$ cat config.mk
export PLATFORM = sky130hd
export DESIGN_NAME = mc_tile_router
export DESIGN_NICKNAME = d
export VERILOG_FILES = /design/src/verilog/mc_pkg.sv /design/src/verilog/mc_tile_router.sv
export SDC_FILE = /design/constraint.sdc
export NUM_CORES = 1
export LEC_CHECK = 0
export ABC_CLOCK_PERIOD_IN_PS = 1830
export BUFFER_PORTS_ARGS = -buffer_cell sky130_fd_sc_hd__buf_2
export CAP_MARGIN = 20
export CORE_AREA = 4 4 153 155
export DETAILED_ROUTE_END_ITERATION = 8
export DIE_AREA = 0 0 157 159
export PLACE_DENSITY = 0.69
export SYNTH_ARGS = -nofsm -noshare
export SYNTH_HDL_FRONTEND = slang
export SYNTH_SLANG_ARGS = --single-unit
$ cat constraint.sdc
create_clock -name clk_i -period 1.83 [get_ports clk_i]
set_input_delay 0.4575 -clock clk_i [delete_from_list [all_inputs] [get_ports clk_i]]
set_output_delay 0.4575 -clock clk_i [all_outputs]
set_load 0.05 [all_outputs]
$ cat src/verilog/mc_pkg.sv
// manycore pod shared definitions
// coordinate widths, packet kinds, packet and link structs
`default_nettype none

package mc_pkg;

  localparam int mc_data_w   = 32;
  localparam int mc_x_cord_w = 3;
  localparam int mc_y_cord_w = 3;
  localparam int mc_addr_w   = 8;

  // row of the host attachment, dest y of every response
  localparam int mc_host_y = 1;

  typedef enum logic [1:0] {
    op_load  = 2'd0,
    op_store = 2'd1,
    op_resp  = 2'd2
  } mc_op_e;

  typedef struct packed {
    mc_op_e                 op;
    logic [mc_x_cord_w-1:0] dest_x;
    logic [mc_y_cord_w-1:0] dest_y;
    logic [mc_addr_w-1:0]   addr;
    logic [mc_data_w-1:0]   data;
  } mc_packet_s;

  // one direction of one link, no ready
  typedef struct packed {
    logic       v;
    mc_packet_s pkt;
  } mc_link_s;

  typedef enum logic [1:0] {
    dir_w = 2'd0,
    dir_e = 2'd1,
    dir_n = 2'd2,
    dir_s = 2'd3
  } mc_dir_e;

endpackage

`default_nettype wire
$ cat src/verilog/mc_tile_router.sv
// mesh tile router
// registers one packet per cycle toward its X then Y output
// and stages the reset release chain
`default_nettype none

module mc_tile_router
  import mc_pkg::*;
  #(parameter int tile_x_p = 0
    , parameter int tile_y_p = 1
  )
  (
    input  wire logic                   clk_i
    , input  wire logic                 arst_n_i
    , input  wire logic                 rst_chain_i
    , output logic                      rst_chain_o
    , input  wire mc_link_s [dir_s:dir_w] link_i
    , output mc_link_s [dir_s:dir_w]    link_o
  );

  localparam logic [mc_x_cord_w-1:0] my_x_lp = mc_x_cord_w'(tile_x_p);
  localparam logic [mc_y_cord_w-1:0] my_y_lp = mc_y_cord_w'(tile_y_p);

  mc_link_s               in_sel;
  mc_dir_e                out_dir;
  mc_link_s [dir_s:dir_w] link_n;

  // only one packet lives in the network, so at most one input is valid
  always_comb begin
    in_sel = '0;
    for (int d = 0; d < 4; d++) begin
      if (link_i[d].v) begin
        in_sel = link_i[d];
      end
    end
  end

  // dimension ordered, X first
  always_comb begin
    if (in_sel.pkt.dest_x > my_x_lp) begin
      out_dir = dir_e;
    end else if (in_sel.pkt.dest_x < my_x_lp) begin
      out_dir = dir_w;
    end else if (in_sel.pkt.dest_y < my_y_lp) begin
      out_dir = dir_n;
    end else if (in_sel.pkt.dest_y > my_y_lp) begin
      out_dir = dir_s;
    end else begin
      // arrived at the host row, bridge sits to the west
      out_dir = dir_w;
    end
  end

  always_comb begin
    for (int d = 0; d < 4; d++) begin
      link_n[d]     = link_o[d];
      link_n[d].v   = 1'b0;
    end
    if (in_sel.v) begin
      link_n[out_dir] = in_sel;
    end
  end

  always_ff @(posedge clk_i or negedge arst_n_i) begin
    if (!arst_n_i) begin
      rst_chain_o <= 1'b0;
    end else begin
      rst_chain_o <= rst_chain_i;
    end
  end

  always_ff @(posedge clk_i or negedge arst_n_i) begin
    if (!arst_n_i) begin
      link_o <= '0;
    end else if (!rst_chain_i) begin
      for (int d = 0; d < 4; d++) begin
        link_o[d].v <= 1'b0;
      end
    end else begin
      link_o <= link_n;
    end
  end

endmodule

`default_nettype wire

Yosys cells after proc, flatten, opt, wreduce, memory -nomap -nowiden
Index checks and enable logic that the tools add are counted.
{"block": "word_totals", "reg_bits": 197, "word_cells": 49, "output_inout_bits": 197, "input_bits": 199}
{"block": "classes", "muxes": 16, "order_cmp": 6, "reduce_logical": 2}
{"cell": "$mux W49", "n": 5}
{"cell": "$bwmux W196", "n": 1}
{"cell": "$mux W196", "n": 1}
{"cell": "$demux W49 S2", "n": 1}
{"cell": "$mux W2", "n": 4}
{"cell": "$gt A3 B1 Y1 const B", "n": 2}
{"cell": "$lt A3 B1 Y1 const B", "n": 2}
{"cell": "$mux W1", "n": 4}
{"cell": "$lt A2 B3 Y1 const B", "n": 1}
{"cell": "$ge A2 B1 Y1 const B", "n": 1}
{"cell": "$reduce_and A2 Y1", "n": 1}
{"cell": "$logic_and A1 B1 Y1", "n": 1}

Longest topological paths before layout
Gate-level depths: netlist (run 1).
{"block": "logic_depth", "depth_word": 16, "depth_mapped": 9, "mapped_depth_nobuf": 5}

Worst setup path after synthesis (run 1)
Ideal clock, no wire load.
{"block": "synth_path", "path_type": "input port to flip-flop", "startpoint": "input link_i[195] (netlist bit)", "endpoint": "register with a tool-made name", "t_required_ns": 1.705, "setup_slack_ns": -0.628, "stages": 9, "path_buffers": 4, "t_arrival_ns": 2.333, "path_cell_list": "buf_6 or2_0 clkbuf_1 a221o_1 a22o_1 and4bb_4 buf_6 buf_6 mux2_4"}
{"item": "from (decl)", "line": "mc_tile_router.sv:16", "source": ", input wire mc_link_s [dir_s:dir_w] link_i"}

==> results.cfg, run 1 <==
[logic_synthesis]
syn_nets = 848
synth_area_per_cell_um2 = 13.5
yosys_register_bits = 197
yosys.area.top_type = dfrtp_1
ys_async_sr_fraction_pct = 100
synth_most_common_cell = dfrtp_1
ys.flop_type = dfrtp_1
synthTopCellsByCount = 197 x dfrtp_1, 140 x mux2_2, 48 x nor2b_1
synth_warnings = 0
synth_top_area_share_pct = 56.2
syn_area_mm2 = 0.00878
yosysSeqAreaShare_pct = 56.2
syn_inst = 649
synth_cell_types = 33
synth.area.top_cells = dfrtp_1 56%, mux2_2 18%, mux2_4 5.1%
synth-edff-count = 0

[setup_path]
worstPathRequired_ps = 2130
worstRegToRegCells = 1
reg2reg_slack_ps = 1030
crit_type = in2reg
crit_start = link_i[146]
worstPathArrival_ps = 2420
critPathMaxFanout = 6
crit_path_end_kind = register
critPathLaunchType = input pin

[floorplan]
core-area_mm2 = 0.0218
initial_core_util_pct = 40.2
die_area_mm2 = 0.0250
core.rowCount = 54
die_x_um = 157
ioPinCount = 396
fp.dieH_um = 159

[final_layout]
design_area_mm2 = 0.0131
fillers = 1792
drive_gt1_share_pct = 64.7
regArea_mm2 = 0.00493
layout.nets = 1324
multi_input_area_mm2 = 0.00381
syn_to_final_growth_pct = 49.8

[placement]
place_congestion = 0.839
placed_cell_area_mm2 = 0.0116
dp_hpwl_um = 21900
portBuffers = 395
pre_cts_slack_ps = -797

[global_routing]
grt_pass1_vias = 7524
grt_pass1_wl_um = 44900
grt_usage_pct = 23.6
gr-total-overflow = 0
antenna_found_initial = 4
grt_max_degree = 49

[min_path]
hold_start = rst_chain_i
hold-path-endpoint = rst_chain_o
hold_class = in2reg
hold_depth = 1

[power_and_ir_drop]
power_density_mw_per_mm2 = 1180
p_int_uw = 8930
pwr-share-comb_pct = 40.4
leakagePower_uw = 0.00693
switching_share_pct = 42.5
ir_drop_v = 0.000676
p_switching_uw = 6610
p_seq_share_pct = 36.4
clkPwrFrac_pct = 23.2

[routing]
post_drt_wl_per_cell_um = 21.5
ant_nets = 0
vias_per_cell = 5.15
first_pass_iters = 5
drtIter0Drc = 318
drcViolationCount = 0
vias = 7320
wirelength_um = 30600

[run]
maxCapViolCount = 0

[timing]
hold_violations = 0
fin_crit_ps = 2120
finalSetupViolCount = 192
worst_slack_ps = -287
tns_ps = -39610
drv_slew = 0
rsz0062_at_grt = true
clock.fmax_ghz = 0.472
fin_skew_ps = 0
timing.final.crit_share_pct = 116
relSlewSlack_pct = 57.0
worst_slew_pin_slew_ps = 640

[clocking]
clkSinkCount = 197
cts_inserted_buffers = 17
clock_latency_ps = 420
cts_root_buffer = clkbuf_16
clk_pin_slew_worst_paths_ps = 70
cts_tree = built
clockBufferDepth = 2
cts_max_level = 4

[run_status]
violations = setup timing
status = finished, violations left
-- timing repair --
item	in CTS	in global routing
pin swaps	7	4
resized for setup	65	43
setup endpoints to repair	189	192
buffers inserted	19	7
endpoints found under the hold margin	34	0
hold buffers	1	0
gates cloned	11	3
-- kinds of logic (layout without fill, tap and decap cells) --
group / after synthesis / count (layout) / synth area share [%]
muxes: 175 / 175 / 23.7
and+or+nand+nor: 114 / 114 / 6.87
AOI/OAI and AO/OA: 108 / 108 / 9.81
buffers and inverters: 55 / 544 / 3.45
other: 0 / 4 / 0
DFF: 197 / 197 / 56.2
-- worst max-delay path by stage --
stage / endpoint / slack [ps] / cells after the start
after floorplan: register / -590 / 9
after global placement: register / -770 / 8
after detailed placement: register / -800 / 8
after CTS: register / -210 / 8
after global routing: register / -330 / 10
final: register / -290 / 10
-- final cells by class --
| cell class | count | area share [%] |
|---|---|---|
| flip-flops and latches | 197 | 37.5 |
| repair buffers | 507 | 26.3 |
| diodes | 4 | 0.0761 |
| multi-input cells | 397 | 29.0 |
| inverters | 5 | 0.143 |
| well taps | 280 | 2.66 |
| clock inverters | 15 | 1.13 |
| clock buffers | 17 | 3.24 |
-- placed cells by master, fill, tap and decap left out, types with 3 or more instances in the layout --
cell and count:
clkinv_8 3, and2_4 5, diode_2 4, buf_16 12, clkbuf_16 20, inv_6 4
nand2_1 46, buf_2 390, o31ai_1 40, buf_12 19, o21ai_0 3, a221oi_1 41
nor2b_1 45, dfrtp_1 197, mux2_2 104, inv_1 4, buf_6 18, o22a_1 3
a21oi_1 3, mux2_4 70, a221o_1 4, and2_1 3, buf_4 61
-- per-stage QoR --
stage,hold slack [ps],cells,total power [uW],util [%]
floorplan,162,649,9940,-
global placement,419,1347,11700,53.1
detailed placement,418,1347,11800,53.1
CTS,178,1410,15600,58.9
global route,165,1421,16200,60.2
finish,193,1422,15500,60.2
-- routing by layer --
| metal | vias to the layer above | part of all wire [%] | global-route usage (%) |
|---|---|---|---|
| li1 | 3347 | - | - |
| met3 | 48 | 6.9 | 6.17 |
| met5 | - | 0.043 | 0 |
| met1 | 3612 | 40 | 28.5 |
| met4 | 2 | 2.4 | 6.82 |
| met2 | 311 | 51 | 41.3 |
-- power by group through the flow --
stage / logic, uW / registers (uW) / clock network [uW]
final: 6280 / 5650 / 3610
after global routing: 6550 / 5760 / 3880
after CTS: 6230 / 5640 / 3710
after detailed placement: 6060 / 5710 / 0
after global placement: 6010 / 5670 / 0
after floorplan: 1220 / 8720 / 0
-- worst max-delay path, stage by stage --
cell and delay [ps]:
buf_6 90, or2_4 270, a221o_1 300, buf_6 130
a22oi_2 180, buf_4 140, nand4b_1 160, buf_6 220
buf_16 160, mux2_4 290
Note: power is estimated with default switching activity, not from simulation.
==> inputs of run 2 (changes only) <==
Settings changed: SETUP_SLACK_MARGIN set to 0.2, TNS_END_PERCENT set to 50.
==> run 2 against run 1 <==
The flow still finishes with violations (setup timing); critical path depth down 2; via count down 0.53%; global-route usage down 0.35 points; die area unchanged; clock power up 1%; count of clock-buffer cells in the layout up 2; design area down 0.85%; non-clock buffer count up 7; largest cell class unchanged; clock skew unchanged; total power about the same; highest routed layer unchanged; largest power group unchanged.
==> results.cfg, run 2 (same netlist as run 1, synthesis figures left out) <==
[routing]
dr_wl_met3_um = 2220
vias = 7281
routed-wl-met2_um = 15000
first_pass_iters = 4
wl_met1_um = 12200
top_layer = met5
post_drt_wl_per_cell_um = 21.1
ant_nets = 0
drtIter0Drc = 255
drcViolationCount = 0
wirelength_um = 30100
vias_per_cell = 5.11

[final_layout]
drive_gt1_share_pct = 64.3
layout_commonest_cell = buf_2
final_cell_mix = 391 x buf_2, 197 x dfrtp_1, 111 x mux2_2, 80 x buf_4, 63 x mux2_4
layout.nets = 1331
syn_to_final_growth_pct = 48.5
design_area_mm2 = 0.0130

[clocking]
cts_inserted_buffers = 17
clk_pin_slew_worst_paths_ps = 70
clock_latency_ps = 420
clockBufferDepth = 2
cts_root_buffer = clkbuf_16
cts_max_level = 4
clkSinkCount = 197
cts_tree = built

[power_and_ir_drop]
p_int_uw = 9020
switching_share_pct = 42.0
power_density_mw_per_mm2 = 1190
clkPwrFrac_pct = 23.5
leakagePower_uw = 0.00690
p_seq_share_pct = 36.2
pwr-share-comb_pct = 40.3
ir_drop_v = 0.000717
p_switching_uw = 6530

[global_routing]
grt_usage_pct = 23.3
grt_pass1_vias = 7559
grt_max_degree = 85
antenna_found_initial = 6
grt_pass1_wl_um = 44600
gr-total-overflow = 0

[run]
maxCapViolCount = 0

[timing]
relSlewSlack_pct = 64.7
drv_slew = 0
tns_ps = -30950
worst_slack_ps = -237
rsz0062_at_grt = true
hold_ws_ps = 201
fin_crit_ps = 2070
hold_violations = 0
fin_skew_ps = 0
timing.final.crit_share_pct = 113
clock.fmax_ghz = 0.484
finalSetupViolCount = 184
worst_slew_pin_slew_ps = 526

[run_status]
violations = setup timing
status = finished, violations left

[floorplan]
fp.dieH_um = 159
core-area_mm2 = 0.0218
die_x_um = 157
core.rowCount = 54
die_area_mm2 = 0.0250
ioPinCount = 396
initial_core_util_pct = 40.2

[placement]
place_congestion = 0.844
portBuffers = 395
placed_cell_area_mm2 = 0.0116
pre_cts_slack_ps = -752
dp_hpwl_um = 21300

[setup_path]
critPathMaxFanout = 13
worstPathArrival_ps = 2370
crit_type = in2reg
worstPathRequired_ps = 2140
critPathLaunchType = input pin
crit_path_end_kind = register

[min_path]
hold_class = in2reg
run 2: changes by cell type in the layout (fill, tap and decap cells not counted), sizes merged:
cell and change:
clkinvlp -1, bufinv +1, buf +4, bufbuf +1, clkinv -1, clkbuf +4, inv -2, diode -2
run 2: final timing paths:
kind / startpoint / to / slack, ps / depth (start not counted)
min in group asynchronous: arst_n_i / async pin / 540 / 2
worst max-delay path: link_i[146] / register / -240 / 8
worst min-delay path: rst_chain_i / rst_chain_o / 200 / 1
worst max register to register: register / register / 1040 / 1
max in group asynchronous: arst_n_i / async pin / 660 / 3
worst min register to register: register / register / 470 / 1
run 2: power groups by stage:
stage / combinational (uW) / sequential, uW / clock (uW)
finish: 6260 / 5640 / 3650
global route: 6550 / 5740 / 3940
CTS: 6250 / 5630 / 3730
detailed placement: 6110 / 5700 / 0
global placement: 6050 / 5670 / 0
floorplan: 1210 / 8720 / 0
run 2: repair_timing:
action / in CTS / in global routing
hold buffers: 1 / 0
endpoints found under the hold margin: 36 / 0
pin swaps: 10 / 1
buffers inserted: 16 / 5
gates cloned: 8 / 6
resized for setup: 55 / 22
endpoints found under the setup margin: 193 / 194
run 2: critical path, cell delays in order:
cell	delay (ps)
buf_6	100
or2_4	280
a221o_1	300
a22o_1	250
and4bb_4	370
buf_4	160
buf_16	150
mux2_4	300
run 2: per-layer routing:
layer / vias up / track usage, %
met5: - / 0
met1: 3594 / 28.4
met3: 51 / 5.84
met2: 283 / 40.1
li1: 3345 / -
met4: 8 / 7.57
run 2: through the flow:
stage	utilization, %	std cells	total power, uW
finish	59.7	1426	15600
global route	59.7	1426	16200
CTS	58.5	1413	15600
detailed placement	53.3	1357	11800
global placement	53.3	1357	11700
floorplan	-	649	9930
run 2: final cells by class:
| cell class | count | area (um^2) |
|---|---|---|
| fill | 1856 | 8790 |
| sequential | 197 | 4930 |
| multi-input combinational | 397 | 3770 |
| timing repair buffer | 514 | 3400 |
| clock buffer | 19 | 433 |
| tap | 280 | 350 |
| clock inverter | 12 | 125 |
| inverter | 5 | 18.8 |
| antenna | 2 | 5.00 |
