$ cat src/verilog/mc_pkg.sv
// manycore pod shared definitions
// coordinate widths, packet kinds, packet and link structs
`default_nettype none

package mc_pkg;

  localparam int mc_data_w   = 32;
  localparam int mc_x_cord_w = 3;
  localparam int mc_y_cord_w = 3;
  localparam int mc_addr_w   = 8;

  // row of the host attachment, dest y of every response
  localparam int mc_host_y = 1;

  typedef enum logic [1:0] {
    op_load  = 2'd0,
    op_store = 2'd1,
    op_resp  = 2'd2
  } mc_op_e;

  typedef struct packed {
    mc_op_e                 op;
    logic [mc_x_cord_w-1:0] dest_x;
    logic [mc_y_cord_w-1:0] dest_y;
    logic [mc_addr_w-1:0]   addr;
    logic [mc_data_w-1:0]   data;
  } mc_packet_s;

  // one direction of one link, no ready
  typedef struct packed {
    logic       v;
    mc_packet_s pkt;
  } mc_link_s;

  typedef enum logic [1:0] {
    dir_w = 2'd0,
    dir_e = 2'd1,
    dir_n = 2'd2,
    dir_s = 2'd3
  } mc_dir_e;

endpackage

`default_nettype wire
$ cat src/verilog/mc_vcache_bank.sv
// vcache bank at a pod edge
// word memory serving loads and stores, answers toward the host
`default_nettype none

module mc_vcache_bank
  import mc_pkg::*;
  #(parameter int bank_words_p = 16)
  (
    input  wire logic       clk_i
    , input  wire logic     arst_n_i
    , input  wire logic     rst_chain_i
    , output logic          rst_chain_o
    , input  wire mc_link_s req_i
    , output mc_link_s      resp_o
  );

  localparam int idx_w_lp = (bank_words_p > 1) ? $clog2(bank_words_p) : 1;

  logic [mc_data_w-1:0] mem_q [bank_words_p];
  logic [idx_w_lp-1:0]  idx;
  logic                 is_store;

  assign idx      = req_i.pkt.addr[idx_w_lp-1:0];
  assign is_store = req_i.v && (req_i.pkt.op == op_store);

  // cleared while the chain holds this bank in reset
  always_ff @(posedge clk_i) begin
    if (!rst_chain_i) begin
      for (int i = 0; i < bank_words_p; i++) begin
        mem_q[i] <= '0;
      end
    end else if (is_store) begin
      mem_q[idx] <= req_i.pkt.data;
    end
  end

  always_ff @(posedge clk_i or negedge arst_n_i) begin
    if (!arst_n_i) begin
      rst_chain_o <= 1'b0;
      resp_o      <= '0;
    end else begin
      rst_chain_o <= rst_chain_i;
      resp_o.v    <= rst_chain_i && req_i.v;
      if (req_i.v) begin
        resp_o.pkt.op     <= op_resp;
        resp_o.pkt.dest_x <= '0;
        resp_o.pkt.dest_y <= mc_y_cord_w'(mc_host_y);
        resp_o.pkt.addr   <= req_i.pkt.addr;
        // store data is echoed back
        resp_o.pkt.data   <= is_store ? req_i.pkt.data : mem_q[idx];
      end
    end
  end

endmodule

`default_nettype wire

$ cat config.mk
export PLATFORM = sky130hd
export DESIGN_NAME = mc_vcache_bank
export DESIGN_NICKNAME = d
export VERILOG_FILES = /design/src/verilog/mc_pkg.sv /design/src/verilog/mc_vcache_bank.sv
export SDC_FILE = /design/constraint.sdc
export NUM_CORES = 1
export LEC_CHECK = 0
export ABC_AREA = 1
export BUFFER_PORTS_ARGS = -buffer_cell sky130_fd_sc_hd__buf_2
export CAP_MARGIN = 15
export CORE_MARGIN = 4
export CORE_UTILIZATION = 55
export CTS_CLUSTER_DIAMETER = 120
export CTS_CLUSTER_SIZE = 30
export DETAILED_ROUTE_END_ITERATION = 6
export PLACE_DENSITY = 0.78
export SYNTH_ARGS = -nofsm -noshare
export SYNTH_HDL_FRONTEND = slang
export SYNTH_SLANG_ARGS = --single-unit
$ cat constraint.sdc
create_clock -name clk_i -period 1.3 [get_ports clk_i]
set_input_delay 0.26 -clock clk_i [delete_from_list [all_inputs] [get_ports clk_i]]
set_output_delay 0.26 -clock clk_i [all_outputs]
set_load 0.03 [all_outputs]
Word-level counts from Yosys, hierarchy flattened
Memories as Yosys holds them, arrays and structs flattened. Cells that the tools add are included.

Add/subtract/negate cells: 0. $mul: 0. Divide/modulo/power cells: 0. $lt $le $gt $ge: 0. Equality and inequality tests: 1. Shift operators: 0. Multiplexer cells: 8. Bitwise logic cells: 0. Reductions and logical operators: 3.

Operators by type and width (number): 2-to-1 mux 32 bit (2); OR reduction 32 bit (1); 2-to-1 mux 1 bit (5); 2-to-1 mux 4 bit (1); equality test 2 x 1 -> 1 bit, second input constant (1); logical AND 1 bit (2).

Register bits after elaboration: 43. Bits in latches: 0. Bits in writable memories: 512. Memory bits (read-only): 0. Output and inout port bits: 50. Logic and storage cells: 18. Memories: 1.

Memory list: mem_q (words 16, width 32, rd ports 1, clocked after memory_dff 0, wr ports 16, RTL line mc_vcache_bank.sv:19) `logic [mc_data_w-1:0] mem_q [bank_words_p];`.

Depth between registers and ports, before layout
Gate-level depths: netlist (run 1).

Depth after elaboration: 7. Depth in mapped cells: 12. Mapped depth without buffers: 9.

Worst setup path after synthesis (run 1)
OpenSTA, ideal clock, no wires.

Path type: input to register. Start: input req_i[32] (netlist name). End: memory mem_q[0][0], enable pin. Data arrival time: 1.864 ns. Path slack: -0.953 ns. Cell stages on the path: 6. Cell sequence: buf_4 -> buf_2 -> nor3_4 -> nand2_2 -> buf_2 -> nand2_1.

RTL lines: start, declared (RTL line mc_vcache_bank.sv:13) `, input wire mc_link_s req_i`; end, declared (RTL line mc_vcache_bank.sv:19).

Worst setup path in the final report (run 1)
Start: register resp_o[27] (netlist name). End: output resp_o[27] (netlist name).

RTL lines: start, declared (RTL line mc_vcache_bank.sv:14) `, output mc_link_s resp_o`.

No word-level cell between the ends.

==> results of run 1 <==
-- kinds of logic (layout without fill, tap and decap cells) --
logic type	count (synthesis)	count (layout)	share of synthesized area, %
AOI/OAI and AO/OA	93	93	2.15
buffers and inverters	248	448	4.31
DFF	555	555	64.8
other	1	6	0.0148
and+or+nand+nor	1863	1863	28.7
-- worst reg2reg max path: stages, from the launching register on --
cell	delay, ns
edfxtp_1	0.39
nand2_1	0.08
nand2_1	0.04
nand2_1	0.06
nand2_1	0.06
nand2_1	0.07
nand3_2	0.09
o21bai_1	0.20
buf_4	0.17
nand2_2	0.04
-- through the flow --
stage                     total power, W  hold WS, ns  setup TNS, ns
after floorplan                   0.0237      -0.0356        -208.21
after global placement            0.0256        0.280        -477.22
after detailed placement          0.0258        0.282        -497.29
after CTS                         0.0345       0.0427          -4.68
after global routing              0.0358       0.0578          -5.53
final                             0.0348       0.0529          -4.42
-- cell usage after synthesis, drive strengths merged --
master / number
clkbuf: 96
buf: 111
nand2: 1183
conb: 1
edfxtp: 512
o21bai: 32
nor3: 4
o21ai: 61
dfrtp: 43
clkinv: 2
or2: 1
nor2: 516
nand3: 159
inv: 39
-- power by group through the flow --
stage / combinational [W] / clock (W) / sequential, W
6_report: 0.00513 / 0.00880 / 0.0208
4_1_cts: 0.00491 / 0.00880 / 0.0208
3_3_place_gp: 0.00446 / 0 / 0.0211
2_1_floorplan: 0.00222 / 0 / 0.0214
5_1_grt: 0.00548 / 0.00942 / 0.0209
3_5_place_dp: 0.00456 / 0 / 0.0212
-- sequential cells by signal (all words and copies together), names as in the netlist --
| signal | cells |
|---|---|
| mem_q | 512 |
| resp_o | 42 |
| rst_chain_o | 1 |
-- area by class of cell --
cell class,count,area [um2],area share (%)
clock inverter,1,16.3,0.0540
timing repair buffer,367,3920,13.0
sequential,555,16500,54.6
tap,600,751,2.49
inverter,41,164,0.544
clock buffer,39,636,2.11
multi-input combinational,1962,8190,27.2
-- metal layers --
metal,up-vias,global-route usage [%],wire (um)
met1,9737,39.1,26400
met5,-,0,0
met2,1463,48.5,36100
li1,9220,-,-
met3,213,5.54,9490
met4,0,12.1,3530
-- how the worst max path moves through the flow --
stage | to | from | slack [ns]
floorplan | mem_q[0][0]$_SDFFCE_PN0P_ | rst_chain_i | -0.37
detailed placement | mem_q[0][18]$_SDFFCE_PN0P_ | req_i[47] | -0.57
global placement | mem_q[0][18]$_SDFFCE_PN0P_ | req_i[46] | -0.57
finish | resp_o[27] | resp_o[27]$_DFFE_PN0P_ | -0.16
CTS | resp_o[27] | resp_o[27]$_DFFE_PN0P_ | -0.18
global route | resp_o[27] | resp_o[27]$_DFFE_PN0P_ | -0.17
-- timing repair --
action	CTS	global route
gates resized for setup	88	20
hold buffers	7	0
endpoints found under the setup margin	45	320
endpoints found under the hold margin	49	0
setup buffers	17	20
pin swaps	1	15
==> flow_metrics.py, run 1 <==
metrics = {
    "status": {
        "status": "finished, violations left",
        "violations": "DRC, setup timing",
    },
    "grt": {
        "grt_first_pass_wirelength_um": 114000,
        "grt_max_degree": 49,
        "gr-total-overflow": 0,
        "antenna_found_initial": 1,
        "grt_pass1_vias": 19894,
        "grtUsageTotal_pct": 29.5,
    },
    "hold_path": {
        "hold_depth": 4,
        "hold_class": "primary input to flip-flop",
        "hold_start": "req_i[17]",
        "hold_end": "resp_o[17]$_DFFE_PN0P_",
    },
    "setup_path": {
        "path_delay_family": "flip-flops",
        "criticalPathCategory": "flip-flop to output port",
        "reg2reg_depth": 9,
        "timing.rr.start": "mem_q[4][8]$_SDFFCE_PN0P_",
        "path_depth": 1,
        "rrSetupSlack_ns": 0.01,
        "r2r_end": "resp_o[8]$_DFFE_PN0P_",
        "worstPathMaxFanout": 2,
        "crit_buf_inv": 1,
        "slowest_delay_ns": 0.45,
        "crit_path_end_kind": "output port",
        "crit_slowest_cell": "dfrtp_1",
        "required_ns": 1.04,
        "start_kind": "flip-flop",
        "crit_arrival_ns": 1.20,
        "crit_chain": "buf_6",
    },
    "finish": {
        "nFillCells": 3307,
        "layout_common_cells": "1,149 x nand2_1, 512 x nor2_1, 512 x edfxtp_1, 184 x buf_4, 154 x nand3_1",
        "layout.cells.non_filler": 3565,
        "diodes": 0,
        "area_delta_synth_final_pct": 18.7,
        "fin_util_pct": 66.2,
        "final_common_cell": "nand2_1",
        "final_area_um2": 30100,
        "drive_gt1_share_pct": 14.8,
        "nets": 3001,
    },
    "drt": {
        "wl_um": 75600,
        "drcViolationCount": 1,
        "first_pass_iters": 7,
        "vias": 20633,
        "vias_per_cell": 5.79,
        "detail_route.iter0.violations": 3287,
        "ant_nets": 0,
        "wl_per_cell_um": 21.2,
    },
    "placement": {
        "dp_cells": 3481,
        "place_congestion": 0.893,
        "dpl-instance-area_um2": 28800,
        "post-dp-hpwl_um": 48800,
        "pre_cts_slack_ns": -0.575,
        "io_buffers": 89,
    },
    "floorplan": {
        "die_x_um": 223,
        "fp.coreArea_um2": 45500,
        "die_y_um": 223,
        "io_pins": 102,
        "fp.dieArea_um2": 49600,
        "start_util_pct": 55.8,
        "std_cell_rows": 78,
    },
    "synthesis": {
        "syn-instance-count": 2760,
        "synth_seq_area_share_pct": 64.8,
        "synth.cell_area_um2": 25400,
        "ys_types": 19,
        "syn_avg_cell_area_um2": 9.19,
        "yosysWarnings": 0,
        "netlist.area_leader.share_pct": 60.6,
        "synth-seq-cells": 555,
        "synth_top_area_cell": "edfxtp_1",
        "synthTopCellsByArea": "edfxtp_1 61%, nand2_1 17%, nor2_1 7.6%",
    },
    "cts": {
        "cts_root_buf": "clkbuf_16",
        "cts-buffers-inserted": 22,
        "cts.clk_slew.worst_paths_ns": 0.11,
        "clock-sinks": 555,
        "clockBufferDepth": 3,
        "cts_tree": "done",
        "worstSkewPairLatency_ns": 0.59,
        "htreeDepth": 1,
    },
    "pwr": {
        "p_sw_w": 0.00894,
        "p_comb_share_pct": 14.8,
        "p_int_w": 0.0258,
        "seqPwrFrac_pct": 59.9,
        "peakVddDrop_mv": 1.13,
        "swShare_pct": 25.7,
        "p_per_area_nw_per_um2": 1150,
        "leakagePower_nw": 13.4,
        "p_clk_share_pct": 25.3,
    },
    "flow_run": {
        "drv_cap": 0,
    },
    "sta": {
        "setup_slack_ns": -0.157,
        "slew_violations": 0,
        "skew_ns": 0.0318,
        "rsz0062_at_grt": "yes",
        "finalSetupViolCount": 44,
        "final_hold_viol_count": 0,
        "fmaxAchievable_mhz": 686,
        "period_share_pct": 112,
        "finalWorstPathRequiredPeriod_ns": 1.46,
    },
}
No activity file was read; power rests on OpenSTA's default activity.
==> run 2, diff against run 1 <==
--- a/config.mk
+++ b/config.mk
@@ -13,6 +13,7 @@
 export CTS_CLUSTER_DIAMETER = 120
 export CTS_CLUSTER_SIZE = 30
 export DETAILED_ROUTE_END_ITERATION = 6
+export MAX_ROUTING_LAYER = met4
 export PLACE_DENSITY = 0.78
 export SYNTH_ARGS = -nofsm -noshare
 export SYNTH_HDL_FRONTEND = slang
==> flow_metrics.py, run 2 (synthesized netlist as in run 1, its figures left out) <==
metrics = {
    "drt": {
        "drcViolationCount": 0,
        "wl_um": 75300,
        "ant_nets": 0,
        "first_pass_iters": 6,
        "wl_per_cell_um": 21.2,
        "detail_route.iter0.violations": 3104,
        "vias_per_cell": 5.80,
        "vias": 20658,
    },
    "cts": {
        "worstSkewPairLatency_ns": 0.59,
        "cts_tree": "done",
        "clockBufferDepth": 3,
        "cts-buffers-inserted": 22,
        "htreeDepth": 1,
        "cts_root_buf": "clkbuf_16",
        "cts.clk_slew.worst_paths_ns": 0.11,
        "clock-sinks": 555,
    },
    "setup_path": {
        "crit_path_end_kind": "output port",
        "required_ns": 1.04,
        "path_delay_family": "flip-flops",
        "slowest_delay_ns": 0.46,
        "crit_buf_inv": 1,
        "crit_slowest_cell": "dfrtp_1",
        "worstPathMaxFanout": 2,
        "crit_chain": "buf_6",
        "criticalPathCategory": "flip-flop to output port",
        "start_kind": "flip-flop",
        "crit_arrival_ns": 1.21,
    },
    "floorplan": {
        "fp.dieArea_um2": 49600,
        "io_pins": 102,
        "die_x_um": 223,
        "start_util_pct": 55.8,
        "fp.coreArea_um2": 45500,
        "die_y_um": 223,
        "std_cell_rows": 78,
    },
    "finish": {
        "drive_gt1_share_pct": 14.7,
        "layout.cells.non_filler": 3562,
        "largest_reg_flops": 512,
        "final_common_cell": "nand2_1",
        "largest-register": "mem_q",
        "largestRegisters": "mem_q x512, resp_o x42, rst_chain_o x1",
        "fin_util_pct": 66.1,
        "area_delta_synth_final_pct": 18.6,
        "nets": 2997,
        "layout_common_cells": "1,149 x nand2_1, 512 x nor2_1, 512 x edfxtp_1, 181 x buf_4, 154 x nand3_1",
        "nFillCells": 3324,
    },
    "grt": {
        "grt_pass1_vias": 19905,
        "grt_first_pass_wirelength_um": 114000,
        "grtUsageTotal_pct": 30.4,
        "grt_max_degree": 49,
        "antenna_found_initial": 1,
        "gr-total-overflow": 0,
    },
    "sta": {
        "period_share_pct": 113,
        "hold_ws_ns": 0.0525,
        "final_hold_viol_count": 0,
        "rsz0062_at_grt": "yes",
        "setup_tns_ns": -4.52,
        "slew_violations": 0,
        "skew_ns": 0.0265,
        "finalWorstPathRequiredPeriod_ns": 1.47,
        "fmaxAchievable_mhz": 681,
        "finalSetupViolCount": 44,
        "setup_slack_ns": -0.169,
    },
    "placement": {
        "post-dp-hpwl_um": 48800,
        "io_buffers": 89,
        "place_congestion": 0.908,
        "dp_cells": 3481,
    },
    "flow_run": {
        "drv_cap": 0,
    },
    "hold_path": {
        "hold_class": "primary input to flip-flop",
    },
    "status": {
        "status": "finished, violations left",
        "violations": "setup timing",
    },
    "pwr": {
        "p_per_area_nw_per_um2": 1160,
        "leakagePower_nw": 13.4,
        "peakVddDrop_mv": 1.14,
    },
}
run 2: per-stage QoR:
stage | setup slack (ns) | total power [W] | area, um2
CTS | -0.175 | 0.0345 | 29900
finish | -0.169 | 0.0348 | 30100
floorplan | -0.368 | 0.0237 | 25900
detailed placement | -0.575 | 0.0258 | 28800
global route | -0.168 | 0.0358 | 30100
global placement | -0.566 | 0.0256 | 28800
run 2: final timing paths:
path,depth (start not counted),start,slack [ns],to
max in group asynchronous,3,arst_n_i,0.83,resp_o[20]$_DFFE_PN0P_
max reg2reg,8,mem_q[15][5]$_SDFFCE_PN0P_,0.02,resp_o[5]$_DFFE_PN0P_
max,1,resp_o[27]$_DFFE_PN0P_,-0.17,resp_o[27]
min,4,req_i[17],0.05,resp_o[17]$_DFFE_PN0P_
min in group asynchronous,3,arst_n_i,0.22,resp_o[3]$_DFFE_PN0P_
min reg2reg,2,resp_o[18]$_DFFE_PN0P_,0.52,resp_o[18]$_DFFE_PN0P_
run 2: area by class of cell:
cell class	instances	area [um2]	share of cell area (%)
Sequential cell	555	16500	54.7
Multi-Input combinational cell	1962	8190	27.2
Timing Repair Buffer	363	3870	12.9
Tap cell	600	751	2.50
Clock buffer	39	636	2.11
Inverter	41	164	0.545
Clock inverter	1	16.3	0.0541
Antenna cell	1	2.50	0.00832
run 2: report_power, final:
group / leakage (nW) / switching (W) / internal (W)
registers: 5.40 / 0.000386 / 0.0205
logic: 7.70 / 0.00317 / 0.00195
clock network: 0.310 / 0.00539 / 0.00342
run 2: routing by layer:
metal  wire [um]  GRT usage, %
met3        9410          5.30
met2       36400          48.6
met5           0             -
met4        3260          11.9
met1       26200          39.2
run 2: what timing repair did:
item | in CTS | in global routing
hold buffers | 7 | 0
resized for setup | 88 | 20
endpoints found under the setup margin | 45 | 313
buffers inserted | 17 | 16
hold endpoints to repair | 49 | 0
pin swaps | 1 | 14
