--- src/verilog/mc_pkg.sv ---
// manycore pod shared definitions
// coordinate widths, packet kinds, packet and link structs
`default_nettype none

package mc_pkg;

  localparam int mc_data_w   = 32;
  localparam int mc_x_cord_w = 3;
  localparam int mc_y_cord_w = 3;
  localparam int mc_addr_w   = 8;

  // row of the host attachment, dest y of every response
  localparam int mc_host_y = 1;

  typedef enum logic [1:0] {
    op_load  = 2'd0,
    op_store = 2'd1,
    op_resp  = 2'd2
  } mc_op_e;

  typedef struct packed {
    mc_op_e                 op;
    logic [mc_x_cord_w-1:0] dest_x;
    logic [mc_y_cord_w-1:0] dest_y;
    logic [mc_addr_w-1:0]   addr;
    logic [mc_data_w-1:0]   data;
  } mc_packet_s;

  // one direction of one link, no ready
  typedef struct packed {
    logic       v;
    mc_packet_s pkt;
  } mc_link_s;

  typedef enum logic [1:0] {
    dir_w = 2'd0,
    dir_e = 2'd1,
    dir_n = 2'd2,
    dir_s = 2'd3
  } mc_dir_e;

endpackage

`default_nettype wire
--- src/verilog/mc_host_bridge.sv ---
// host bridge
// Wishbone classic slave, one request packet in flight at a time,
// acks when the response comes back
`default_nettype none

module mc_host_bridge
  import mc_pkg::*;
  #(parameter int num_tiles_y_p = 2
    , parameter int num_tiles_x_p = 4
  )
  (
    input  wire logic                   clk_i
    , input  wire logic                 arst_n_i
    , input  wire logic                 rst_chain_i
    , input  wire logic                 wb_cyc_i
    , input  wire logic                 wb_stb_i
    , input  wire logic                 wb_we_i
    , input  wire logic [mc_data_w-1:0] wb_adr_i
    , input  wire logic [mc_data_w-1:0] wb_dat_i
    , output logic [mc_data_w-1:0]      wb_dat_o
    , output logic                      wb_ack_o
    , output mc_link_s                  link_o
    , input  wire mc_link_s             link_i
  );

  typedef enum logic {
    st_idle,
    st_wait
  } state_e;

  localparam logic [mc_data_w-6:0] cols_lp = (mc_data_w-5)'(num_tiles_x_p);

  state_e               state_q;
  logic                 accept;
  logic [mc_data_w-6:0] col;
  mc_packet_s           req_pkt;

  // ack cycle blocks the same cycle from being taken twice
  assign accept = (state_q == st_idle) && rst_chain_i && wb_cyc_i && wb_stb_i && !wb_ack_o;

  // adr[3:0] word, adr[4] side, adr[31:5] column
  assign col            = wb_adr_i[mc_data_w-1:5] % cols_lp;
  assign req_pkt.op     = wb_we_i ? op_store : op_load;
  assign req_pkt.dest_x = mc_x_cord_w'(col);
  assign req_pkt.dest_y = wb_adr_i[4] ? mc_y_cord_w'(num_tiles_y_p + 1) : '0;
  assign req_pkt.addr   = mc_addr_w'(wb_adr_i[3:0]);
  assign req_pkt.data   = wb_dat_i;

  always_ff @(posedge clk_i or negedge arst_n_i) begin
    if (!arst_n_i) begin
      state_q  <= st_idle;
      link_o   <= '0;
      wb_ack_o <= 1'b0;
      wb_dat_o <= '0;
    end else begin
      link_o.v <= 1'b0;
      wb_ack_o <= 1'b0;
      case (state_q)
        st_idle: begin
          if (accept) begin
            link_o.v   <= 1'b1;
            link_o.pkt <= req_pkt;
            state_q    <= st_wait;
          end
        end
        st_wait: begin
          if (link_i.v) begin
            wb_dat_o <= link_i.pkt.data;
            wb_ack_o <= 1'b1;
            state_q  <= st_idle;
          end
        end
        default: state_q <= st_idle;
      endcase
    end
  end

endmodule

`default_nettype wire

--- config.mk ---
export PLATFORM = sky130hd
export DESIGN_NAME = mc_host_bridge
export DESIGN_NICKNAME = d
export VERILOG_FILES = /design/src/verilog/mc_pkg.sv /design/src/verilog/mc_host_bridge.sv
export SDC_FILE = /design/constraint.sdc
export NUM_CORES = 1
export LEC_CHECK = 0
export ABC_AREA = 1
export BUFFER_PORTS_ARGS = -buffer_cell sky130_fd_sc_hd__buf_2
export CORE_MARGIN = 2
export CORE_UTILIZATION = 44
export CTS_CLUSTER_DIAMETER = 50
export DETAILED_ROUTE_END_ITERATION = 12
export PLACE_DENSITY = 0.87
export SLEW_MARGIN = 30
export SYNTH_ARGS = -nofsm -noshare
export SYNTH_HDL_FRONTEND = slang
export SYNTH_SLANG_ARGS = --single-unit
--- constraint.sdc ---
create_clock -name clk_i -period 1.45 [get_ports clk_i]
set_input_delay 0.435 -clock clk_i [delete_from_list [all_inputs] [get_ports clk_i]]
set_output_delay 0.435 -clock clk_i [all_outputs]
set_load 0.02 [all_outputs]
[Word level (Yosys, flattened, before mapping)]
Cells that the tools add are included.
Widths: inputs -> output; s select.
Storage, ports and cells
  bits in latches: 0
  bits in writable memories: 0
  output and inout port bits: 82
  bits in read-only memories: 0
  memories: 0
  flip-flop bits (word level): 78
Operators by class
  divide/modulo/power cells: 0
  shift operators: 0
  add/sub/neg operators: 0
  mux-type cells: 9
  reduce and logical (&&, ||, !) cells: 7
  bitwise logic cells: 1
  order comparisons: 0
  equal/unequal tests: 0
  $mul: 0
Operators by type and width (number)
  $mux 49: 2
  $mux 1: 5
  $logic_and 1x1->1: 4
  $reduce_and 2->1: 2
  $mux 2: 1
  $pmux 1 s2: 1
  $logic_not 1->1: 1
  $not 1->1: 1

[Logic depth before layout (Yosys ltp)]
Gate-level depths: netlist of the first run.
  depth after elaboration: 7
  mapped depth: 6
  gate-level depth less buffers: 5

[Worst setup path before layout of the first run]
OpenSTA, ideal clock, no wires.
  kind: register -> register
  from: register wb_ack_o
  to: register link_o[0] in the netlist's numbering
  cell stages (with the launch flop): 7
  setup time: 0.065 ns
  buffers on the path: 1
  data arrival time: 1.016 ns
  slack: 0.369 ns
  data required time: 1.385 ns
  clock period less this slack: 1.081 ns
  cells stage by stage: dfrtp_1 inv_1 nand3_1 nor2_2 buf_4 nand2_1 nand2_1
Between the ends
  longest elaborated chain between the ends: 3
RTL lines
  from (decl): line mc_host_bridge.sv:21  | , output logic wb_ack_o
  from (signal assigned): line mc_host_bridge.sv:53  | wb_ack_o <= 1'b0;
  from (signal assigned): line mc_host_bridge.sv:57  | wb_ack_o <= 1'b0;
  from (signal assigned): line mc_host_bridge.sv:69  | wb_ack_o <= 1'b1;
  $logic_not 1->1: line mc_host_bridge.sv:39  | assign accept = (state_q == st_idle) && rst_chain_i && wb_cyc_i && wb_stb_i && !wb_ack_o;
  $logic_and 1x1->1: line mc_host_bridge.sv:39
  $reduce_and 2->1 (no line)
  to (decl): line mc_host_bridge.sv:22  | , output mc_link_s link_o
No other way between the ends.
A chain may end at the register's enable or synchronous reset.

[Worst setup path after layout of the first run]
  from: register link_o[23] in the netlist's numbering
  to: output link_o[23] in the netlist's numbering
No word-level cell between the ends.

==> results.yml, run 1 <==
setup_path:
  crit_arrival_ns: 0.89
  top_delay_family_on_crit_path: "flip-flops"
  cp_max_fo: 2
  worst_setup_path_start_kind: "flop"
  crit_path_top_delay_cell: "dfrtp_1"
  path_class: "reg -> out"
  slowest_delay_ns: 0.40
  cp-end-kind: "primary output"
  worst-path-buf-inv: 1
  worst_ep_required_time_ns: 1.02
  crit_path_cell_trace: "buf_2"
grt:
  global_route_wire_length_before_repair_um: 10670
  grt_antenna_before_repair: 0
  grt_total_usage_pct: 18.46
  pin_count_of_the_biggest_net_entering_global_routing: 76
  first_global_vias: 2477
  overflow: 0
yosys:
  number_of_distinct_library_cell_variants_in_the_gate_level_netlist_after_synthesis: 11
  netlist.area_leader.share_pct: 64.85
  synth.avg_cell_area_um2: 8.850
  ys_warn_count: 0
  post_synth_main_area_contributors: "dfrtp_1 65%, nand2_1 28%, buf_4 3.9%"
  syn-cell-area_um2: 2894
  postSynthCellCount: 327
  seq_area_frac_synth_pct: 64.85
  synth-seq-cells: 75
  yosys.area.top_type: "dfrtp_1"
sta:
  max_freq_mhz: 754.7
  finalHoldViolCount: 0
  finalCritPeriodShare_pct: 91.38
  totalNegativeSetupSlack_ns: 0
  max_slew_headroom_at_the_worst_pin_pct: 66.33
  finalCriticalPeriod_ns: 1.325
  fin_worst_skew_ns: 0.004087
  setup_viol: 0
  worst-slew-pin-transition_ns: 0.5043
  unrepaired_setup_endpoints_after_global_routing: "false"
  slew_violations: 0
placed_design:
  placed_cells_incl_taps: 545
  place_congestion: 0.7270
  detailedPlacementHpwl_um: 4682
  io_buffers: 152
drt:
  drt_first_iter_violations: 87
  drcViolationCount: 0
  met3RoutedLength_um: 540
  route.antenna.remaining_nets: 0
  wl_met1_um: 2655
  detailroute.wirelength.met2_um: 3184
  viasPerCell: 4.554
  routed.top_layer: "met4"
  drt-wirelength-per-cell_um: 11.53
  detail_route.first_pass.iterations: 4
  number_of_vias_in_the_routed_layout: 2555
  drt-total-wl_um: 6466
clock_network:
  clockBufferDepth: 2
  cts_tree: "done"
  clockRootBuffer: "clkbuf_8"
  cts_buffers: 9
  htree_levels: 3
  ctsResizeCount: 0
  cts_hold_repair.buffers: 0
  sinks_on_the_clock_net: 75
  cts_setup_buffers: 0
  clock_latency_ns: 0.32
  worst_setup_hold_path_clk_slew_ns: 0.07
floorplanning:
  row_count: 29
  ioPinCount: 201
  floorplan.die.height_um: 85.10
  start_util_pct: 45.58
  floorplan.die_area_um2: 7242
  core_area_um2: 6350
  chipWidth_um: 85.10
finish:
  num_antenna_cells: 0
  layout.cells.non_filler: 561
  filler_cell_count: 565
  area.sequential_um2: 1877
  area_growth_pct: 36.36
  num-nets-final: 598
  layout_common_cells: "219 x nand2_1, 151 x buf_2, 75 x dfrtp_1, 10 x clkbuf_8, 7 x conb_1"
  post_route_cells_drive_above_1_share_pct: 35.95
  multiInputGateArea_um2: 873.3
  leading_cell_type_in_the_layout_fill_and_taps_excluded: "nand2_1"
flow_run:
  drv.max_cap_violation_count: 0
power:
  power.density_cell_area_nw_per_um2: 1678
  peakVddDrop_v: 0.0009658
  power_leakage_nw: 2.405
worst_hold_path:
  hold_class: "in -> async"
outcome:
  status: "finished clean"
==> routing by layer <==
| metal | up-vias | track usage [%] |
|---|---|---|
| li1 | 1260 | - |
| met1 | 1162 | 22.55 |
| met2 | 123 | 31.68 |
| met3 | 10 | 4.572 |
| met4 | 0 | 6.926 |
| met5 | - | 0 |
==> report_power, final <==
| group | switching, mW | total [mW] | leakage, nW | internal [mW] |
|---|---|---|---|---|
| Sequential | 0.261 | 2.85 | 0.941 | 2.59 |
| Combinational | 1.23 | 1.87 | 1.35 | 0.641 |
| Clock | 0.703 | 1.90 | 0.117 | 1.19 |
| Total | 2.20 | 6.62 | 2.40 | 4.42 |
==> flip-flops by register name, indices dropped and copies added (netlist names) <==
| signal | cells |
|---|---|
| wb_ack_o | 1 |
| state_q | 1 |
| link_o | 41 |
| wb_dat_o | 32 |
==> synth_stat cells (all sizes together) <==
master	count
nand2	219
dfrtp	75
buf	22
inv	5
nand3	2
nor2	2
conb	1
o21ai	1
==> worst register-to-register path: stages (launching register included) <==
cell     delay [ns]
dfrtp_1        0.39
nand2_1        0.10
inv_2          0.39
nand2_1        0.13
nand2_1        0.09
==> worst paths after layout <==
kind | startpoint | endpoint | slack (ns) | cells past startpoint
worst max-delay path | link_o[23] | link_o[23] | 0.13 | 1
worst min-delay path | arst_n_i | wb_dat_o[21] | 0.1 | 2
worst max register to register | state_q | wb_dat_o[6] | 0.30 | 4
worst min register to register | link_o[0] | link_o[0] | 0.47 | 2
max in group asynchronous | arst_n_i | link_o[18] | 1.03 | 2
min in group clk_i | link_i[20] | wb_dat_o[20] | 0.30 | 3
==> through the flow <==
step	power (mW)	setup slack, ns	hold WS [ns]	util [%]	instance area, um^2
finish	6.621	0.1250	0.09988	62.15	3946
CTS	6.716	0.1079	0.1152	62.15	3946
detailed placement	4.786	0.1613	0.4563	58.33	3704
floorplan	4.007	0.3693	0.1394	-	2917
global placement	4.712	0.1969	0.4487	58.33	3704
global route	7.042	0.07254	0.1331	62.15	3946
==> kinds of logic after synthesis <==
family	Yosys count	synth area share, %
compound gates	1	0.1728
buf+inv	27	5.750
flops	75	64.85
other cells	1	0.1296
simple gates	223	29.10
==> cell type report <==
cell class / instances / area share, %
repair buffers: 157 / 21.24
flip-flops and latches: 75 / 47.56
well taps: 77 / 2.441
clock buffers: 12 / 3.678
clock inverters: 4 / 2.473
multi-input cells: 231 / 22.13
inverters: 5 / 0.4756
No activity file was read; power rests on OpenSTA's default activity.
==> run 2: changes to the inputs <==
--- a/config.mk
+++ b/config.mk
@@ -12,6 +12,7 @@
 export CTS_CLUSTER_DIAMETER = 50
 export DETAILED_ROUTE_END_ITERATION = 12
 export PLACE_DENSITY = 0.87
+export RECOVER_POWER = 100
 export SLEW_MARGIN = 30
 export SYNTH_ARGS = -nofsm -noshare
 export SYNTH_HDL_FRONTEND = slang
==> run 2 against run 1 <==
  * Flip-flop and latch count is the same
  * Count of clock-buffer cells in the layout unchanged
  * Power shrank 0.82%
  * Fmax is 2.5% lower
  * Register-to-register slack lost 0.09 ns
  * Clock skew grew 0.0011 ns
  * Sequential power hardly changed
  * Design area shrank 1.7%
==> results.yml, run 2 (synthesis results as in run 1) <==
outcome:
  status: "finished clean"
finish:
  num_antenna_cells: 0
  leading_cell_type_in_the_layout_fill_and_taps_excluded: "nand2_1"
  num-nets-final: 598
  post_route_cells_drive_above_1_share_pct: 29.34
  layout_common_cells: "219 x nand2_1, 76 x buf_2, 75 x dfrtp_1, 46 x clkbuf_2, 32 x clkbuf_1"
  largest_register_ffs: 41
  filler_cell_count: 582
  area_growth_pct: 34.03
  layout_top_registers: "link_o: 41 flops, wb_dat_o: 32 flops"
  regMostFlops: "link_o"
drt:
  drt_first_iter_violations: 84
  drt-total-wl_um: 6505
  detail_route.first_pass.iterations: 4
  drcViolationCount: 0
  route.antenna.remaining_nets: 0
  number_of_vias_in_the_routed_layout: 2547
  viasPerCell: 4.540
  drt-wirelength-per-cell_um: 11.60
floorplanning:
  floorplan.die.height_um: 85.10
  core_area_um2: 6350
  floorplan.die_area_um2: 7242
  row_count: 29
  start_util_pct: 45.58
  chipWidth_um: 85.10
  ioPinCount: 201
clock_network:
  cts_hold_repair.buffers: 0
  sinks_on_the_clock_net: 75
  clockRootBuffer: "clkbuf_8"
  clock_latency_ns: 0.33
  clockBufferDepth: 2
  cts_buffers: 9
  htree_levels: 3
  cts_tree: "done"
  ctsResizeCount: 0
  worst_setup_hold_path_clk_slew_ns: 0.07
  cts_setup_buffers: 0
sta:
  finalHoldViolCount: 0
  slew_violations: 0
  totalNegativeSetupSlack_ns: 0
  worst_slack_ns: 0.09140
  hold_ws_ns: 0.2992
  max_freq_mhz: 736.1
  max_slew_headroom_at_the_worst_pin_pct: 35.58
  finalCriticalPeriod_ns: 1.359
  setup_viol: 0
  unrepaired_setup_endpoints_after_global_routing: "false"
  fin_worst_skew_ns: 0.005149
  worst-slew-pin-transition_ns: 0.9664
  finalCritPeriodShare_pct: 93.70
placed_design:
  place_congestion: 0.7270
  worst_setup_slack_post_dpl_ns: 0.1613
  io_buffers: 152
  detailedPlacementHpwl_um: 4682
setup_path:
  worst_setup_path_start_kind: "flop"
  crit_path_cell_trace: "clkbuf_1"
  crit_arrival_ns: 0.92
  path_class: "reg -> out"
  top_delay_family_on_crit_path: "flip-flops"
  crit_path_top_delay_cell: "dfrtp_1"
  worst_ep_required_time_ns: 1.02
  cp-end-kind: "primary output"
  worst-path-buf-inv: 1
  cp_max_fo: 2
  slowest_delay_ns: 0.36
flow_run:
  drv.max_cap_violation_count: 0
grt:
  busiest_layer: "met2"
  gr-usage-met1_pct: 22.55
  grt_antenna_before_repair: 0
  pin_count_of_the_biggest_net_entering_global_routing: 76
  global_route_wire_length_before_repair_um: 10670
  overflow: 0
  grt_total_usage_pct: 18.46
  first_global_vias: 2477
  groute.layer.met3.usage_pct: 4.572
  grt_use_met2_pct: 31.68
power:
  power.density_cell_area_nw_per_um2: 1693
  power_leakage_nw: 2.284
  peakVddDrop_v: 0.0009567
worst_hold_path:
  hold_class: "in -> reg"
## run 2: metal layers
layer,vias up,wire [um]
li1,1260,-
met1,1159,2670
met2,116,3175
met3,12,560
met4,0,99
met5,-,0
## run 2: metrics by stage
step	std cells	total power, mW	util [%]	instance area [um^2]
final	561	6.567	61.08	3879
after global routing	561	6.986	61.08	3879
after CTS	561	6.716	62.15	3946
after detailed placement	545	4.786	58.33	3704
after global placement	545	4.712	58.33	3704
after floorplan	333	4.007	-	2917
## run 2: worst paths after layout
path / start / to / slack [ns] / cells after the start
worst max-delay path: link_o[27] / link_o[27] / 0.09 / 1
worst min-delay path: link_i[20] / wb_dat_o[20] / 0.30 / 3
worst max register to register: state_q / link_o[2] / 0.21 / 5
worst min register to register: link_o[0] / link_o[0] / 0.47 / 2
max in group asynchronous: arst_n_i / link_o[18] / 0.44 / 2
min in group asynchronous: arst_n_i / wb_dat_o[21] / 0.38 / 2
## run 2: power breakdown
part / switching [mW] / leakage, nW / internal, mW
sequential: 0.281 / 0.941 / 2.59
combinational: 1.23 / 1.23 / 0.569
clock: 0.703 / 0.117 / 1.19
total: 2.21 / 2.28 / 4.35
## run 2: layout make-up
type / instances / area, um^2 / area share (%)
sequential: 75 / 1877 / 48.39
multi-input combinational: 231 / 870.8 / 22.45
timing repair buffer: 157 / 773.2 / 19.94
clock buffer: 12 / 145.1 / 3.742
clock inverter: 4 / 97.59 / 2.516
tap: 77 / 96.34 / 2.484
inverter: 5 / 18.77 / 0.4839
